==> src/logic/lsuPkg.sv <==
package lsuPkg;

    localparam int LB_ENTRIES = 16;
    localparam int LB_IDX_W = 4;
    localparam int SQN_W = 7;
    localparam int LDSQN_W = 7;
    localparam int TAG_W = 6;
    localparam int ADDR_W = 32;

    // Upper load sequence bits kept per entry, the low bits are the entry index
    localparam int HIGH_W = LDSQN_W - LB_IDX_W;

    // Everything with bit 31 set is uncached device space
    localparam logic [ADDR_W-1:0] MMIO_BASE = 32'h8000_0000;

    // Size encoding is 0 byte, 1 half, 2 word
    function automatic logic [3:0] byteMask(
        input logic [1:0] lowAddr,
        input logic [1:0] size
    );
        logic [3:0] mask;
        case (size)
            2'd0: begin
                mask = 4'b0001 << lowAddr;
            end
            2'd1: begin
                mask = 4'b0011 << {lowAddr[1], 1'b0};
            end
            default: begin
                mask = 4'b1111;
            end
        endcase
        return mask;
    endfunction

    // True when a is strictly older than b, valid while both lie within half the number space
    function automatic logic sqnOlder(
        input logic [SQN_W-1:0] a,
        input logic [SQN_W-1:0] b
    );
        logic [SQN_W-1:0] diff;
        diff = a - b;
        return diff[SQN_W-1];
    endfunction

endpackage

==> src/logic/aguIntake.sv <==
module aguIntake
    import lsuPkg::*;
(
    input  logic               clk,
    input  logic               rst,

    input  logic               aguValid,
    input  logic               aguIsLoad,
    input  logic               aguIsStore,
    input  logic [ADDR_W-1:0]  aguAddr,
    input  logic [1:0]         aguSize,
    input  logic               aguSignExtend,
    input  logic [TAG_W-1:0]   aguTag,
    input  logic [SQN_W-1:0]   aguSqN,
    input  logic [LDSQN_W-1:0] aguLoadSqN,
    input  logic [ADDR_W-1:0]  aguPc,
    input  logic               aguCompressed,

    output logic               opValid,
    output logic               opIsLoad,
    output logic               opIsStore,
    output logic [ADDR_W-1:0]  opAddr,
    output logic [1:0]         opSize,
    output logic [3:0]         opMask,
    output logic               opSignExtend,
    output logic [TAG_W-1:0]   opTag,
    output logic [SQN_W-1:0]   opSqN,
    output logic [LDSQN_W-1:0] opLoadSqN,
    output logic [ADDR_W-1:0]  opPc,
    output logic               opCompressed,
    output logic               opMmio
);

    always_ff @(posedge clk) begin
        if (rst) begin
            opValid <= 1'b0;
        end else begin
            opValid <= aguValid;
        end
    end

    // Mask and region are decoded here once so the buffer and the port logic
    // both see them straight from a register
    always_ff @(posedge clk) begin
        if (aguValid) begin
            opIsLoad <= aguIsLoad;
            opIsStore <= aguIsStore;
            opAddr <= aguAddr;
            opSize <= aguSize;
            opMask <= byteMask(aguAddr[1:0], aguSize);
            opSignExtend <= aguSignExtend;
            opTag <= aguTag;
            opSqN <= aguSqN;
            opLoadSqN <= aguLoadSqN;
            opPc <= aguPc;
            opCompressed <= aguCompressed;
            opMmio <= (aguAddr >= MMIO_BASE);
        end
    end

endmodule

==> src/logic/loadBuffer.sv <==
module loadBuffer
    import lsuPkg::*;
(
    input  logic               clk,
    input  logic               rst,

    input  logic               opValid,
    input  logic               opIsLoad,
    input  logic               opIsStore,
    input  logic [ADDR_W-1:0]  opAddr,
    input  logic [1:0]         opSize,
    input  logic [3:0]         opMask,
    input  logic               opSignExtend,
    input  logic [TAG_W-1:0]   opTag,
    input  logic [SQN_W-1:0]   opSqN,
    input  logic [LDSQN_W-1:0] opLoadSqN,
    input  logic [ADDR_W-1:0]  opPc,
    input  logic               opCompressed,
    input  logic               opMmio,

    input  logic [LDSQN_W-1:0] comLoadSqN,
    input  logic [SQN_W-1:0]   comSqN,
    input  logic               sqDone,

    input  logic               ackValid,
    input  logic               ackFail,
    input  logic [LDSQN_W-1:0] ackLoadSqN,

    input  logic               flushValid,
    input  logic [LDSQN_W-1:0] flushLoadSqN,

    input  logic               lateTaken,
    output logic               lateValid,
    output logic [ADDR_W-1:0]  lateAddr,
    output logic [1:0]         lateSize,
    output logic               lateSignExtend,
    output logic [TAG_W-1:0]   lateTag,
    output logic [SQN_W-1:0]   lateSqN,
    output logic [LDSQN_W-1:0] lateLoadSqN,
    output logic               lateMmio,

    output logic               redirValid,
    output logic [ADDR_W-1:0]  redirPc,
    output logic [SQN_W-1:0]   redirSqN,
    output logic [LDSQN_W-1:0] redirLoadSqN,

    output logic [LDSQN_W-1:0] maxLoadSqN
);

    logic [ADDR_W-1:0]  entAddr [LB_ENTRIES];
    logic [1:0]         entSize [LB_ENTRIES];
    logic [3:0]         entMask [LB_ENTRIES];
    logic               entSignExtend [LB_ENTRIES];
    logic [TAG_W-1:0]   entTag [LB_ENTRIES];
    logic [SQN_W-1:0]   entSqN [LB_ENTRIES];
    logic [HIGH_W-1:0]  entHigh [LB_ENTRIES];
    logic [LDSQN_W-1:0] entLdSqN [LB_ENTRIES];
    logic [LB_ENTRIES-1:0] entMmio;
    logic [LB_ENTRIES-1:0] entIssued;
    logic [LB_ENTRIES-1:0] entValid;

    logic [LDSQN_W-1:0]  lastComLoadSqN;
    logic [LB_IDX_W-1:0] deqIndex;
    logic [LB_IDX_W-1:0] selIdx;
    logic [LB_IDX_W-1:0] insIdx;
    logic [LB_IDX_W-1:0] ackIdx;
    logic                mmioReady;
    logic                insertOk;
    logic                ackHit;
    logic                storeHit;
    logic [LB_ENTRIES-1:0] conflict;
    logic [LB_ENTRIES-1:0] killMask;

    assign deqIndex = comLoadSqN[LB_IDX_W-1:0];
    assign insIdx = opLoadSqN[LB_IDX_W-1:0];
    assign ackIdx = ackLoadSqN[LB_IDX_W-1:0];

    always_comb begin
        for (int i = 0; i < LB_ENTRIES; i++) begin
            entLdSqN[i] = {entHigh[i], LB_IDX_W'(i)};
        end
    end

    // Device loads leave strictly in program order with no older store pending
    assign mmioReady = entValid[deqIndex] && !entIssued[deqIndex] && entMmio[deqIndex] &&
                       entLdSqN[deqIndex] == comLoadSqN && entSqN[deqIndex] == comSqN &&
                       sqDone;

    always_comb begin
        logic [LB_IDX_W-1:0] idx;
        lateValid = 1'b0;
        selIdx = deqIndex;
        for (int i = 0; i < LB_ENTRIES; i++) begin
            idx = deqIndex + LB_IDX_W'(i);
            if (!lateValid && entValid[idx] && !entIssued[idx] && !entMmio[idx]) begin
                lateValid = 1'b1;
                selIdx = idx;
            end
        end
        if (mmioReady) begin
            lateValid = 1'b1;
            selIdx = deqIndex;
        end
    end

    assign lateAddr = entAddr[selIdx];
    assign lateSize = entSize[selIdx];
    assign lateSignExtend = entSignExtend[selIdx];
    assign lateTag = entTag[selIdx];
    assign lateSqN = entSqN[selIdx];
    assign lateLoadSqN = entLdSqN[selIdx];
    assign lateMmio = entMmio[selIdx];

    // A store hit means a younger load already read stale data
    always_comb begin
        for (int i = 0; i < LB_ENTRIES; i++) begin
            conflict[i] = entValid[i] && entIssued[i] &&
                          !(flushValid && !sqnOlder(entLdSqN[i], flushLoadSqN)) &&
                          !sqnOlder(entLdSqN[i], opLoadSqN) &&
                          entAddr[i][ADDR_W-1:2] == opAddr[ADDR_W-1:2] &&
                          |(entMask[i] & opMask);
        end
    end

    assign storeHit = opValid && opIsStore && |conflict;

    always_comb begin
        for (int i = 0; i < LB_ENTRIES; i++) begin
            killMask[i] = entValid[i] &&
                          (sqnOlder(entLdSqN[i], lastComLoadSqN) ||
                           (flushValid && !sqnOlder(entLdSqN[i], flushLoadSqN)) ||
                           (storeHit && !sqnOlder(entLdSqN[i], opLoadSqN)));
        end
    end

    assign insertOk = opValid && opIsLoad &&
                      !(flushValid && !sqnOlder(opLoadSqN, flushLoadSqN));

    assign ackHit = ackValid && ackFail && entValid[ackIdx] &&
                    entHigh[ackIdx] == ackLoadSqN[LDSQN_W-1:LB_IDX_W];

    always_ff @(posedge clk) begin
        if (rst) begin
            entValid <= '0;
            entIssued <= '0;
            redirValid <= 1'b0;
        end else begin
            redirValid <= storeHit;
            if (ackHit) begin
                entIssued[ackIdx] <= 1'b0;
            end
            if (lateTaken) begin
                entIssued[selIdx] <= 1'b1;
            end
            for (int i = 0; i < LB_ENTRIES; i++) begin
                if (killMask[i]) begin
                    entValid[i] <= 1'b0;
                end
            end
            // Regular loads go to memory straight away, device loads wait here
            if (insertOk) begin
                entValid[insIdx] <= 1'b1;
                entIssued[insIdx] <= !opMmio;
            end
        end
    end

    always_ff @(posedge clk) begin
        if (insertOk) begin
            entAddr[insIdx] <= opAddr;
            entSize[insIdx] <= opSize;
            entMask[insIdx] <= opMask;
            entSignExtend[insIdx] <= opSignExtend;
            entTag[insIdx] <= opTag;
            entSqN[insIdx] <= opSqN;
            entHigh[insIdx] <= opLoadSqN[LDSQN_W-1:LB_IDX_W];
            entMmio[insIdx] <= opMmio;
        end
    end

    // Fetch restarts after the store, so the store's own snapshot is enough
    always_ff @(posedge clk) begin
        if (storeHit) begin
            redirPc <= opPc + (opCompressed ? 32'd2 : 32'd4);
            redirSqN <= opSqN;
            redirLoadSqN <= opLoadSqN;
        end
    end

    always_ff @(posedge clk) begin
        lastComLoadSqN <= comLoadSqN;
        maxLoadSqN <= comLoadSqN + LDSQN_W'(LB_ENTRIES - 1);
    end

endmodule

==> src/logic/loadIssue.sv <==
module loadIssue
    import lsuPkg::*;
(
    input  logic               clk,
    input  logic               rst,

    input  logic               opValid,
    input  logic               opIsLoad,
    input  logic               opMmio,
    input  logic [ADDR_W-1:0]  opAddr,
    input  logic [1:0]         opSize,
    input  logic               opSignExtend,
    input  logic [TAG_W-1:0]   opTag,
    input  logic [SQN_W-1:0]   opSqN,
    input  logic [LDSQN_W-1:0] opLoadSqN,

    input  logic               lateValid,
    input  logic [ADDR_W-1:0]  lateAddr,
    input  logic [1:0]         lateSize,
    input  logic               lateSignExtend,
    input  logic [TAG_W-1:0]   lateTag,
    input  logic [SQN_W-1:0]   lateSqN,
    input  logic [LDSQN_W-1:0] lateLoadSqN,
    input  logic               lateMmio,
    output logic               lateTaken,

    output logic               ldValid,
    output logic [ADDR_W-1:0]  ldAddr,
    output logic [1:0]         ldSize,
    output logic               ldSignExtend,
    output logic [TAG_W-1:0]   ldTag,
    output logic [SQN_W-1:0]   ldSqN,
    output logic [LDSQN_W-1:0] ldLoadSqN,
    output logic               ldMmio,

    input  logic               flushValid,
    input  logic [LDSQN_W-1:0] flushLoadSqN
);

    logic               immValid;
    logic [LDSQN_W-1:0] chosenLoadSqN;
    logic               dropped;

    // A fresh cacheable load always owns the port
    assign immValid = opValid && opIsLoad && !opMmio;
    assign lateTaken = lateValid && !immValid;

    assign chosenLoadSqN = immValid ? opLoadSqN : lateLoadSqN;
    assign dropped = flushValid && !sqnOlder(chosenLoadSqN, flushLoadSqN);

    always_ff @(posedge clk) begin
        if (rst) begin
            ldValid <= 1'b0;
        end else begin
            ldValid <= (immValid || lateValid) && !dropped;
        end
    end

    always_ff @(posedge clk) begin
        if (immValid) begin
            ldAddr <= opAddr;
            ldSize <= opSize;
            ldSignExtend <= opSignExtend;
            ldTag <= opTag;
            ldSqN <= opSqN;
            ldLoadSqN <= opLoadSqN;
            ldMmio <= opMmio;
        end else if (lateValid) begin
            ldAddr <= lateAddr;
            ldSize <= lateSize;
            ldSignExtend <= lateSignExtend;
            ldTag <= lateTag;
            ldSqN <= lateSqN;
            ldLoadSqN <= lateLoadSqN;
            ldMmio <= lateMmio;
        end
    end

endmodule

==> src/logic/loadQueueTop.sv <==
module loadQueueTop
    import lsuPkg::*;
(
    input  logic               clk,
    input  logic               rst,

    input  logic               aguValid,
    input  logic               aguIsLoad,
    input  logic               aguIsStore,
    input  logic [ADDR_W-1:0]  aguAddr,
    input  logic [1:0]         aguSize,
    input  logic               aguSignExtend,
    input  logic [TAG_W-1:0]   aguTag,
    input  logic [SQN_W-1:0]   aguSqN,
    input  logic [LDSQN_W-1:0] aguLoadSqN,
    input  logic [ADDR_W-1:0]  aguPc,
    input  logic               aguCompressed,

    input  logic [LDSQN_W-1:0] comLoadSqN,
    input  logic [SQN_W-1:0]   comSqN,
    input  logic               sqDone,

    input  logic               ackValid,
    input  logic               ackFail,
    input  logic [LDSQN_W-1:0] ackLoadSqN,

    input  logic               flushValid,
    input  logic [LDSQN_W-1:0] flushLoadSqN,

    output logic               ldValid,
    output logic [ADDR_W-1:0]  ldAddr,
    output logic [1:0]         ldSize,
    output logic               ldSignExtend,
    output logic [TAG_W-1:0]   ldTag,
    output logic [SQN_W-1:0]   ldSqN,
    output logic [LDSQN_W-1:0] ldLoadSqN,
    output logic               ldMmio,

    output logic               redirValid,
    output logic [ADDR_W-1:0]  redirPc,
    output logic [SQN_W-1:0]   redirSqN,
    output logic [LDSQN_W-1:0] redirLoadSqN,

    output logic [LDSQN_W-1:0] maxLoadSqN
);

    logic               opValid;
    logic               opIsLoad;
    logic               opIsStore;
    logic [ADDR_W-1:0]  opAddr;
    logic [1:0]         opSize;
    logic [3:0]         opMask;
    logic               opSignExtend;
    logic [TAG_W-1:0]   opTag;
    logic [SQN_W-1:0]   opSqN;
    logic [LDSQN_W-1:0] opLoadSqN;
    logic [ADDR_W-1:0]  opPc;
    logic               opCompressed;
    logic               opMmio;

    logic               lateValid;
    logic [ADDR_W-1:0]  lateAddr;
    logic [1:0]         lateSize;
    logic               lateSignExtend;
    logic [TAG_W-1:0]   lateTag;
    logic [SQN_W-1:0]   lateSqN;
    logic [LDSQN_W-1:0] lateLoadSqN;
    logic               lateMmio;
    logic               lateTaken;

    aguIntake i_aguIntake (
        .clk           (clk),
        .rst           (rst),
        .aguValid      (aguValid),
        .aguIsLoad     (aguIsLoad),
        .aguIsStore    (aguIsStore),
        .aguAddr       (aguAddr),
        .aguSize       (aguSize),
        .aguSignExtend (aguSignExtend),
        .aguTag        (aguTag),
        .aguSqN        (aguSqN),
        .aguLoadSqN    (aguLoadSqN),
        .aguPc         (aguPc),
        .aguCompressed (aguCompressed),
        .opValid       (opValid),
        .opIsLoad      (opIsLoad),
        .opIsStore     (opIsStore),
        .opAddr        (opAddr),
        .opSize        (opSize),
        .opMask        (opMask),
        .opSignExtend  (opSignExtend),
        .opTag         (opTag),
        .opSqN         (opSqN),
        .opLoadSqN     (opLoadSqN),
        .opPc          (opPc),
        .opCompressed  (opCompressed),
        .opMmio        (opMmio)
    );

    loadBuffer i_loadBuffer (
        .clk            (clk),
        .rst            (rst),
        .opValid        (opValid),
        .opIsLoad       (opIsLoad),
        .opIsStore      (opIsStore),
        .opAddr         (opAddr),
        .opSize         (opSize),
        .opMask         (opMask),
        .opSignExtend   (opSignExtend),
        .opTag          (opTag),
        .opSqN          (opSqN),
        .opLoadSqN      (opLoadSqN),
        .opPc           (opPc),
        .opCompressed   (opCompressed),
        .opMmio         (opMmio),
        .comLoadSqN     (comLoadSqN),
        .comSqN         (comSqN),
        .sqDone         (sqDone),
        .ackValid       (ackValid),
        .ackFail        (ackFail),
        .ackLoadSqN     (ackLoadSqN),
        .flushValid     (flushValid),
        .flushLoadSqN   (flushLoadSqN),
        .lateTaken      (lateTaken),
        .lateValid      (lateValid),
        .lateAddr       (lateAddr),
        .lateSize       (lateSize),
        .lateSignExtend (lateSignExtend),
        .lateTag        (lateTag),
        .lateSqN        (lateSqN),
        .lateLoadSqN    (lateLoadSqN),
        .lateMmio       (lateMmio),
        .redirValid     (redirValid),
        .redirPc        (redirPc),
        .redirSqN       (redirSqN),
        .redirLoadSqN   (redirLoadSqN),
        .maxLoadSqN     (maxLoadSqN)
    );

    loadIssue i_loadIssue (
        .clk            (clk),
        .rst            (rst),
        .opValid        (opValid),
        .opIsLoad       (opIsLoad),
        .opMmio         (opMmio),
        .opAddr         (opAddr),
        .opSize         (opSize),
        .opSignExtend   (opSignExtend),
        .opTag          (opTag),
        .opSqN          (opSqN),
        .opLoadSqN      (opLoadSqN),
        .lateValid      (lateValid),
        .lateAddr       (lateAddr),
        .lateSize       (lateSize),
        .lateSignExtend (lateSignExtend),
        .lateTag        (lateTag),
        .lateSqN        (lateSqN),
        .lateLoadSqN    (lateLoadSqN),
        .lateMmio       (lateMmio),
        .lateTaken      (lateTaken),
        .ldValid        (ldValid),
        .ldAddr         (ldAddr),
        .ldSize         (ldSize),
        .ldSignExtend   (ldSignExtend),
        .ldTag          (ldTag),
        .ldSqN          (ldSqN),
        .ldLoadSqN      (ldLoadSqN),
        .ldMmio         (ldMmio),
        .flushValid     (flushValid),
        .flushLoadSqN   (flushLoadSqN)
    );

endmodule

==> config.mk <==
export PLATFORM = sky130hd
export DESIGN_NAME = loadQueueTop
export DESIGN_NICKNAME = d
export VERILOG_FILES = /design/src/logic/lsuPkg.sv /design/src/logic/aguIntake.sv /design/src/logic/loadBuffer.sv /design/src/logic/loadIssue.sv /design/src/logic/loadQueueTop.sv
export SDC_FILE = /design/constraint.sdc
export NUM_CORES = 2
export LEC_CHECK = 0
export ABC_CLOCK_PERIOD_IN_PS = 9300
export BUFFER_PORTS_ARGS = -buffer_cell sky130_fd_sc_hd__buf_2
export CAP_MARGIN = 20
export CELL_PAD_IN_SITES_DETAIL_PLACEMENT = 1
export CELL_PAD_IN_SITES_GLOBAL_PLACEMENT = 2
export CORE_ASPECT_RATIO = 1.75
export CORE_UTILIZATION = 45
export CTS_CLUSTER_DIAMETER = 50
export DETAILED_ROUTE_END_ITERATION = 7
export GPL_ROUTABILITY_DRIVEN = 0
export PLACE_DENSITY_LB_ADDON = 0.1
export SYNTH_ARGS = -nofsm -noshare
export SYNTH_HDL_FRONTEND = slang
export SYNTH_SLANG_ARGS = --single-unit
==> constraint.sdc <==
create_clock -name clk -period 9.3 [get_ports clk]
set_clock_uncertainty 0.2 [all_clocks]
set_input_delay 0.93 -clock clk [delete_from_list [all_inputs] [get_ports clk]]
set_output_delay 0.93 -clock clk [all_outputs]
set_load 0.01 [all_outputs]
== Yosys cells after proc, flatten, opt, wreduce, memory -nomap -nowiden ==
Memories as Yosys holds them, arrays and structs flattened.
Index checks and enable logic that the tools add are counted.

* Bits in registers: 262
* Latch bits: 0
* Memory bits (writable): 880
* Bits in read-only memories: 0
* Output and inout bits: 111
* Memories kept: 7

{| class="wikitable"
|+ Memory list
! memory !! words !! bits a word !! rd ports !! clocked after memory_dff !! wr ports !! line !! text
|-
| i_loadBuffer.entAddr || 16 || 32 || 17 || 0 || 1 || loadBuffer.sv:50 || <nowiki>logic [ADDR_W-1:0] entAddr [LB_ENTRIES];</nowiki>
|-
| i_loadBuffer.entSqN || 16 || 7 || 2 || 0 || 1 || loadBuffer.sv:55 || <nowiki>logic [SQN_W-1:0] entSqN [LB_ENTRIES];</nowiki>
|-
| i_loadBuffer.entTag || 16 || 6 || 1 || 0 || 1 || loadBuffer.sv:54 || <nowiki>logic [TAG_W-1:0] entTag [LB_ENTRIES];</nowiki>
|-
| i_loadBuffer.entMask || 16 || 4 || 16 || 0 || 1 || loadBuffer.sv:52 || <nowiki>logic [3:0] entMask [LB_ENTRIES];</nowiki>
|-
| i_loadBuffer.entHigh || 16 || 3 || 17 || 0 || 1 || loadBuffer.sv:56 || <nowiki>logic [HIGH_W-1:0] entHigh [LB_ENTRIES];</nowiki>
|-
| i_loadBuffer.entSize || 16 || 2 || 1 || 0 || 1 || loadBuffer.sv:51 || <nowiki>logic [1:0] entSize [LB_ENTRIES];</nowiki>
|-
| +1 memories || - || - || - || - || - || - ||
|}

* Add/subtract/negate cells: 67
* Multiply operators: 0
* Div/mod/pow operators: 0
* Magnitude comparators: 25
* Equality and inequality tests: 20
* Shift operators: 2
* Multiplexer cells: 204
* Bitwise gates (word level): 22
* Reductions and logical operators: 347

{| class="wikitable"
|+ Operators with widths
! operator !! number
|-
| == test 30 bit || 16
|-
| subtractor 7 bit || 50
|-
| binary-select mux 1 bit (select 4 bit) || 50
|-
| logical AND 1 bit || 194
|-
| 2-to-1 mux 1 bit || 108
|-
| logical NOT 1 bit || 101
|-
| 2-to-1 mux 16 bit || 6
|-
| less-than comparator 4 x 5 -> 1 bit, second input constant || 19
|-
| bitwise AND 4 bit || 16
|-
| 2-to-1 mux 32 bit || 2
|-
| 2-to-1 mux 4 bit || 16
|-
| OR reduction 4 bit || 16
|-
| 2-to-1 mux 7 bit || 9
|-
| binary-select mux 7 bit (select 4 bit) || 2
|-
| logical OR 1 bit || 33
|-
| adder 32 bit || 1
|-
| adder 4 bit, second input constant || 8
|-
| bitwise mux 16 bit || 2
|-
| >= comparator 32 bit, second input constant || 1
|-
| bitwise OR 16 bit || 2
|-
| adder 4 x 3 -> 4 bit, second input constant || 4
|-
| bitwise AND 16 bit || 1
|-
| inverter 16 bit || 1
|-
| OR reduction 16 bit || 1
|-
| other kinds (18) || 28
|}

== Logic depth before layout (Yosys ltp) ==
* Depth after elaboration: 92
* Gate-level depth with buffers: 31
* Depth with buffers taken out: 25

== By module ==
A second synthesis with hierarchy kept.

* Cells, all modules: 7,105
* Area, all modules: 70,003.4 um2

{| class="wikitable"
|+ By module, submodules not included
! module !! times used !! cells each !! area each (um2) !! sequential area each (um2)
|-
| loadBuffer || 1 || 6,739 || 64,481.8 || 29,228.0
|-
| aguIntake || 1 || 105 || 2,934.1 || 2,872.8
|-
| loadIssue || 1 || 261 || 2,587.5 || 1,701.6
|}

== Worst setup path before layout ==
OpenSTA, ideal clock, no wires.

* Kind: in2reg
* Start point: input port flushLoadSqN[1]
* End point: register i_loadBuffer.entIssued[1]
* Setup time: 328 ps
* Data arrival time: 7,002 ps
* Data required time: 8,772 ps
* Slack: 1,771 ps
* Stages: 14
* Path buffers: 1
* Path through: clkbuf_1 > inv_1 > ha_1 > a21o_1 > a21oi_1 > nor2b_1 > o21ai_0 > nand2b_1 > a21oi_1 > xnor2_1 > a21oi_1 > nand3_1 > nor3_1 > a211oi_1

* Longest elaborated chain between the ends: 6

{| class="wikitable"
|+ RTL lines
! item !! line !! text
|-
| from (decl) || loadQueueTop.sv:28 || <nowiki>input logic [LDSQN_W-1:0] flushLoadSqN,</nowiki>
|-
| subtractor 7 bit || lsuPkg.sv:42 || <nowiki>diff = a - b;</nowiki>
|-
| logical NOT 1 bit || loadBuffer.sv:137 || <nowiki>!(flushValid && !sqnOlder(opLoadSqN, flushLoadSqN));</nowiki>
|-
| logical AND 1 bit || loadBuffer.sv:137 ||
|-
| logical NOT 1 bit || loadBuffer.sv:137 ||
|-
| logical AND 1 bit || loadBuffer.sv:136 || <nowiki>assign insertOk = opValid && opIsLoad &&</nowiki>
|-
| 2-to-1 mux 16 bit || loadBuffer.sv:161 || <nowiki>if (insertOk) begin</nowiki>
|-
| to (signal, indexed assignment) || loadBuffer.sv:163 || <nowiki>entIssued[insIdx] <= !opMmio;</nowiki>
|-
| to (decl) || loadBuffer.sv:59 || <nowiki>logic [LB_ENTRIES-1:0] entIssued;</nowiki>
|}

No other way between the ends.
A chain may end at the register's enable or synchronous reset.

== Worst setup path after layout ==
* Start point: register i_loadBuffer.entValid[2]
* End point: register i_loadIssue.ldValid

* Longest elaborated chain between the ends: 91
* Elaborated cells between the ends (all ways): 142
* Those cells by class: 1 x add/sub; 69 x mux; 1 x bitwise; 71 x reduce/logical

{| class="wikitable"
|+ RTL lines
! item !! line !! text
|-
| from (decl) || loadBuffer.sv:60 || <nowiki>logic [LB_ENTRIES-1:0] entValid;</nowiki>
|-
| from (signal assigned) || loadBuffer.sv:144 || <nowiki>entValid <= '0;</nowiki>
|-
| from (signal, indexed assignment) || loadBuffer.sv:157 || <nowiki>entValid[i] <= 1'b0;</nowiki>
|-
| from (signal, indexed assignment) || loadBuffer.sv:162 || <nowiki>entValid[insIdx] <= 1'b1;</nowiki>
|-
| binary-select mux 1 bit (select 4 bit) || loadBuffer.sv:85, loadBuffer.sv:95 ||
|-
| 2-to-1 mux 1 bit (implied by the code) || loadBuffer.sv:85, loadBuffer.sv:95 ||
|-
| logical AND 1 bit || loadBuffer.sv:85, loadBuffer.sv:95 ||
|-
| logical AND 1 bit || loadBuffer.sv:95 || <nowiki>if (!lateValid && entValid[idx] && !entIssued[idx] && !entMmio[idx]) begin</nowiki>
|-
| 2-to-1 mux 1 bit || loadBuffer.sv:95 ||
|-
| logical NOT 1 bit || loadBuffer.sv:95 ||
|-
| logical AND 1 bit (3 in a row) || loadBuffer.sv:95 ||
|-
| 2-to-1 mux 1 bit || loadBuffer.sv:95 ||
|-
| (+73 left out) || - ||
|-
| 2-to-1 mux 7 bit (implied by the code) (*) (2 in a row) || loadBuffer.sv:111 || <nowiki>assign lateLoadSqN = entLdSqN[selIdx];</nowiki>
|-
| 2-to-1 mux 7 bit (*) || loadIssue.sv:48 || <nowiki>assign chosenLoadSqN = immValid ? opLoadSqN : lateLoadSqN;</nowiki>
|-
| via i_loadIssue.chosenLoadSqN[4] || loadIssue.sv:41 || <nowiki>logic [LDSQN_W-1:0] chosenLoadSqN;</nowiki>
|-
| subtractor 7 bit (*) || lsuPkg.sv:42 ||
|-
| logical NOT 1 bit (*) || loadIssue.sv:49 || <nowiki>assign dropped = flushValid && !sqnOlder(chosenLoadSqN, flushLoadSqN);</nowiki>
|-
| logical AND 1 bit (*) || loadIssue.sv:49 ||
|-
| logical NOT 1 bit (*) || loadIssue.sv:55 || <nowiki>ldValid <= (immValid || lateValid) && !dropped;</nowiki>
|-
| logical AND 1 bit (*) || loadIssue.sv:55 ||
|-
| to (signal assigned) || loadIssue.sv:55 ||
|-
| to (decl) || loadIssue.sv:27 || <nowiki>output logic ldValid,</nowiki>
|}

Mark *: on every way through the listed nets, which the timed path passes. The rest lies on a longest branch. The select of a mux whose other input is x is not followed.

==> flow_metrics.tcl <==
set metrics [dict create \
    status "completed" \
    maxSlewHeadroom_pct 12.4 \
    r2r_end "i_loadIssue.ldValid$_SDFF_PP0_" \
    clkPwrFrac_pct 34.0 \
    yosysWarnings 0 \
    syn-num-nets 4359 \
    start_util_pct 45.4 \
    cts_resized 0 \
    ant_nets 0 \
    drc 0 \
    slowest_stage "nor3b_1" \
    r2r_start "i_loadBuffer.entValid[2]$_SDFF_PP0_" \
    yosysTopAreaCell "edfxtp_1" \
    setup_tns_ps 0 \
    slowest_delay_ps 830 \
    fin_crit_ps 7800 \
    yosys_most_used_dff "edfxtp_1" \
    syn-instance-count 4119 \
    post_cts_buffers 0 \
    drtPass1Iterations 6 \
    synth-async-reset-ratio_pct 0 \
    wl_per_cell_um 37.0 \
    worst_setup_path_end_kind "register" \
    vdd_drop_max_uv 178 \
    leakagePower_uw 0.0221 \
    reg2reg_slack_ps 1500 \
    switching_share_pct 31.9 \
    p_int_uw 9960 \
    setup_viol 0 \
    ctsHtreeMaxLevel 3 \
    grt_use_total_pct 35.2 \
    port_buffers 235 \
    worst_pin_slew_ps 1300 \
    critPathRequiredTime_ps 9780 \
    fin_area_um2 64500 \
    powerDensity_nw_per_um2 227 \
    areaGrowthSynthToFinish_pct 13.0 \
    fin_crit_sh_pct 83.8 \
    p_comb_share_pct 24.1 \
    worstPathArrival_ps 8280 \
    synth-edff-count 1093 \
    synth_top_area_share_pct 57.5 \
    hold_violations 0 \
    cp_cell_sequence "nor3b_1, mux2i_1, mux2i_1, a221oi_1, a2111oi_0, o21ai_0, a311oi_1, o31ai_1, a31oi_4, mux2_2, o22ai_1, or4_1, o21ai_1, ha_1, nor3_1, nor3_1, o211ai_1, nand3b_1, mux2i_1, nor4b_2" \
    critPathMaxFanout 18 \
    clockBufferDepth 3 \
    die-height_um 473 \
    crit_end "i_loadIssue.ldValid$_SDFF_PP0_" \
    num_vias 38600 \
    initialDrtViolationCount 3856 \
    antenna_found_initial 8 \
    power.switching_uw 4660 \
    fmax_ghz 0.128 \
    grt_pass1_wl_um 313000 \
    synth_area_leaders "edfxtp_1, mux2i_1, xnor2_1, xor2_1, mux4_2" \
    dp_hpwl_um 158000 \
    cts-hold-fix-buffers 0 \
    nNetsFinal 4599 \
    cts_num_sinks 1142 \
    slew_viol_final 0 \
    synth_commonest_cells "edfxtp_1, mux2i_1, xnor2_1" \
    ys_types 102 \
    rows 172 \
    core_area_um2 126000 \
    cp-startpoint "i_loadBuffer.entValid[2]$_SDFF_PP0_" \
    place_area_um2 60400 \
    cp_num_cells 20 \
    power_frac_seq_pct 41.9 \
    io_pins 236 \
    insertion_delay_ps 770 \
    r2r_cells 20 \
    synth_area_per_cell_um2 13.9 \
    crit_family "compound AO/OA/AOI/OAI gates" \
    netlist_area_um2 57100 \
    place_ws_ps 935 \
    path_common_cell "mux2i_1" \
    numCtsBuffers 116 \
    cts_root_buffer "clkbuf_16" \
    via_per_inst 6.32 \
    grt_max_degree 90 \
    hold_class "primary input to register" \
    startpoint_type "register" \
    setup_ws_ps 1500 \
    dieArea_um2 128000 \
    ys_ff_latch 1142 \
    criticalPathCategory "register to register" \
    grt_overflow 0 \
    ys_seq_area_share_pct 59.2 \
    whs_ps 132 \
    drive_gt1_share_pct 16.7 \
    tritoncts "yes" \
    synthMostInstantiatedCell "edfxtp_1" \
    clkTransAtPathRegs_ps 70 \
    final_core_util_pct 51.3 \
    max-cap-violations 0 \
    wl_um 226000 \
    crit_buf_inv 0 \
    rsz0062_at_grt "no" \
    grt_pass1_vias 40100 \
    die_x_um 271 \
]
[final cells by class]
type                            count  area (um^2)
Tap cell                         1653         2070
Sequential cell                  1142        33800
Antenna cell                        7         17.5
Timing Repair Buffer              377         2350
Multi-Input combinational cell   2679        22100
Inverter                           43          161
Clock buffer                      130         2970
Fill cell                       12300        61200
Clock inverter                     81         1040
[registers in the layout, indices dropped and copies added, names as in the netlist, 7 cells and up]
signal and flops:
i_loadBuffer.entIssued 16, i_loadBuffer.entTag 96, i_loadBuffer.entSize 32, i_loadIssue.ldLoadSqN 7, i_loadBuffer.entSqN 112, i_loadBuffer.redirLoadSqN 7
i_aguIntake.opPc 32, i_loadBuffer.entMask 64, i_loadBuffer.entMmio 16, i_loadIssue.ldSqN 7, i_aguIntake.opSqN 7, i_loadBuffer.entSignExtend 16
i_loadBuffer.maxLoadSqN 7, i_loadBuffer.entAddr 512, i_loadBuffer.entValid 16, i_loadIssue.ldAddr 32, i_loadBuffer.redirPc 32, i_loadBuffer.entHigh 48
i_loadBuffer.redirSqN 7, i_loadBuffer.lastComLoadSqN 7, i_aguIntake.opLoadSqN 7, i_aguIntake.opAddr 32
[per-stage QoR]
stage | total power (uW) | std cells
4_1_cts | 14700 | 6102
6_report | 14600 | 6112
3_5_place_dp | 9710 | 5891
3_3_place_gp | 9690 | 5888
5_1_grt | 15000 | 6106
2_1_floorplan | 8360 | 4119
[kinds of logic after synthesis]
group                    Yosys count  share of synthesized area [%]
AO/OA/AOI/OAI                    665                           7.64
adder cells (fa/ha/maj)          115                           2.53
buffers and inverters            298                           2.51
multiplexers                     534                           11.4
flip-flops                      1142                           59.2
XOR/XNOR                         632                           9.75
AND/OR/NAND/NOR                  733                           6.98
[metal layers]
| metal | wire length, um | GRT usage [%] | vias up |
|---|---|---|---|
| li1 | - | - | 16400 |
| met1 | 79000 | 38.2 | 20000 |
| met2 | 113000 | 60.6 | 1645 |
| met3 | 12400 | 5.50 | 557 |
| met4 | 21600 | 28.5 | 0 |
| met5 | 0 | 0 | - |
[cells in the final DEF, fill, tap and decap left out, types with 55 or more instances in the layout]
cell type and n:
xnor2_1 386, nor2_1 151, o22ai_1 207, ha_1 114
nand4_1 100, edfxtp_1 1093, buf_2 235, mux2i_1 423
buf_4 133, nand2_1 111, clkbuf_16 116, o21ai_0 55
xor2_1 239, nor4_1 124, mux4_2 89, a21oi_1 148
[power groups by stage]
| stage | Clock [uW] | Sequential, uW | Combinational, uW |
|---|---|---|---|
| after floorplan | 0 | 6230 | 2130 |
| after global placement | 0 | 6240 | 3450 |
| after detailed placement | 0 | 6240 | 3480 |
| after CTS | 5040 | 6130 | 3490 |
| after global routing | 5200 | 6140 | 3660 |
| final | 4970 | 6130 | 3520 |
[worst min path at each step]
stage / start / to / slack (ps) / depth (start not counted)
floorplan: i_aguIntake.opPc[0]$_DFFE_PP_ / i_loadBuffer.redirPc[0]$_DFFE_PP_ / 200 / 0
global placement: i_aguIntake.opPc[0]$_DFFE_PP_ / i_loadBuffer.redirPc[0]$_DFFE_PP_ / 210 / 0
detailed placement: i_aguIntake.opPc[0]$_DFFE_PP_ / i_loadBuffer.redirPc[0]$_DFFE_PP_ / 210 / 0
CTS: aguSqN[5] / i_aguIntake.opSqN[5]$_DFFE_PP_ / 80 / 1
global route: aguSqN[5] / i_aguIntake.opSqN[5]$_DFFE_PP_ / 100 / 1
finish: aguPc[14] / i_aguIntake.opPc[14]$_DFFE_PP_ / 130 / 1
Power figures use the tool's default switching activity.
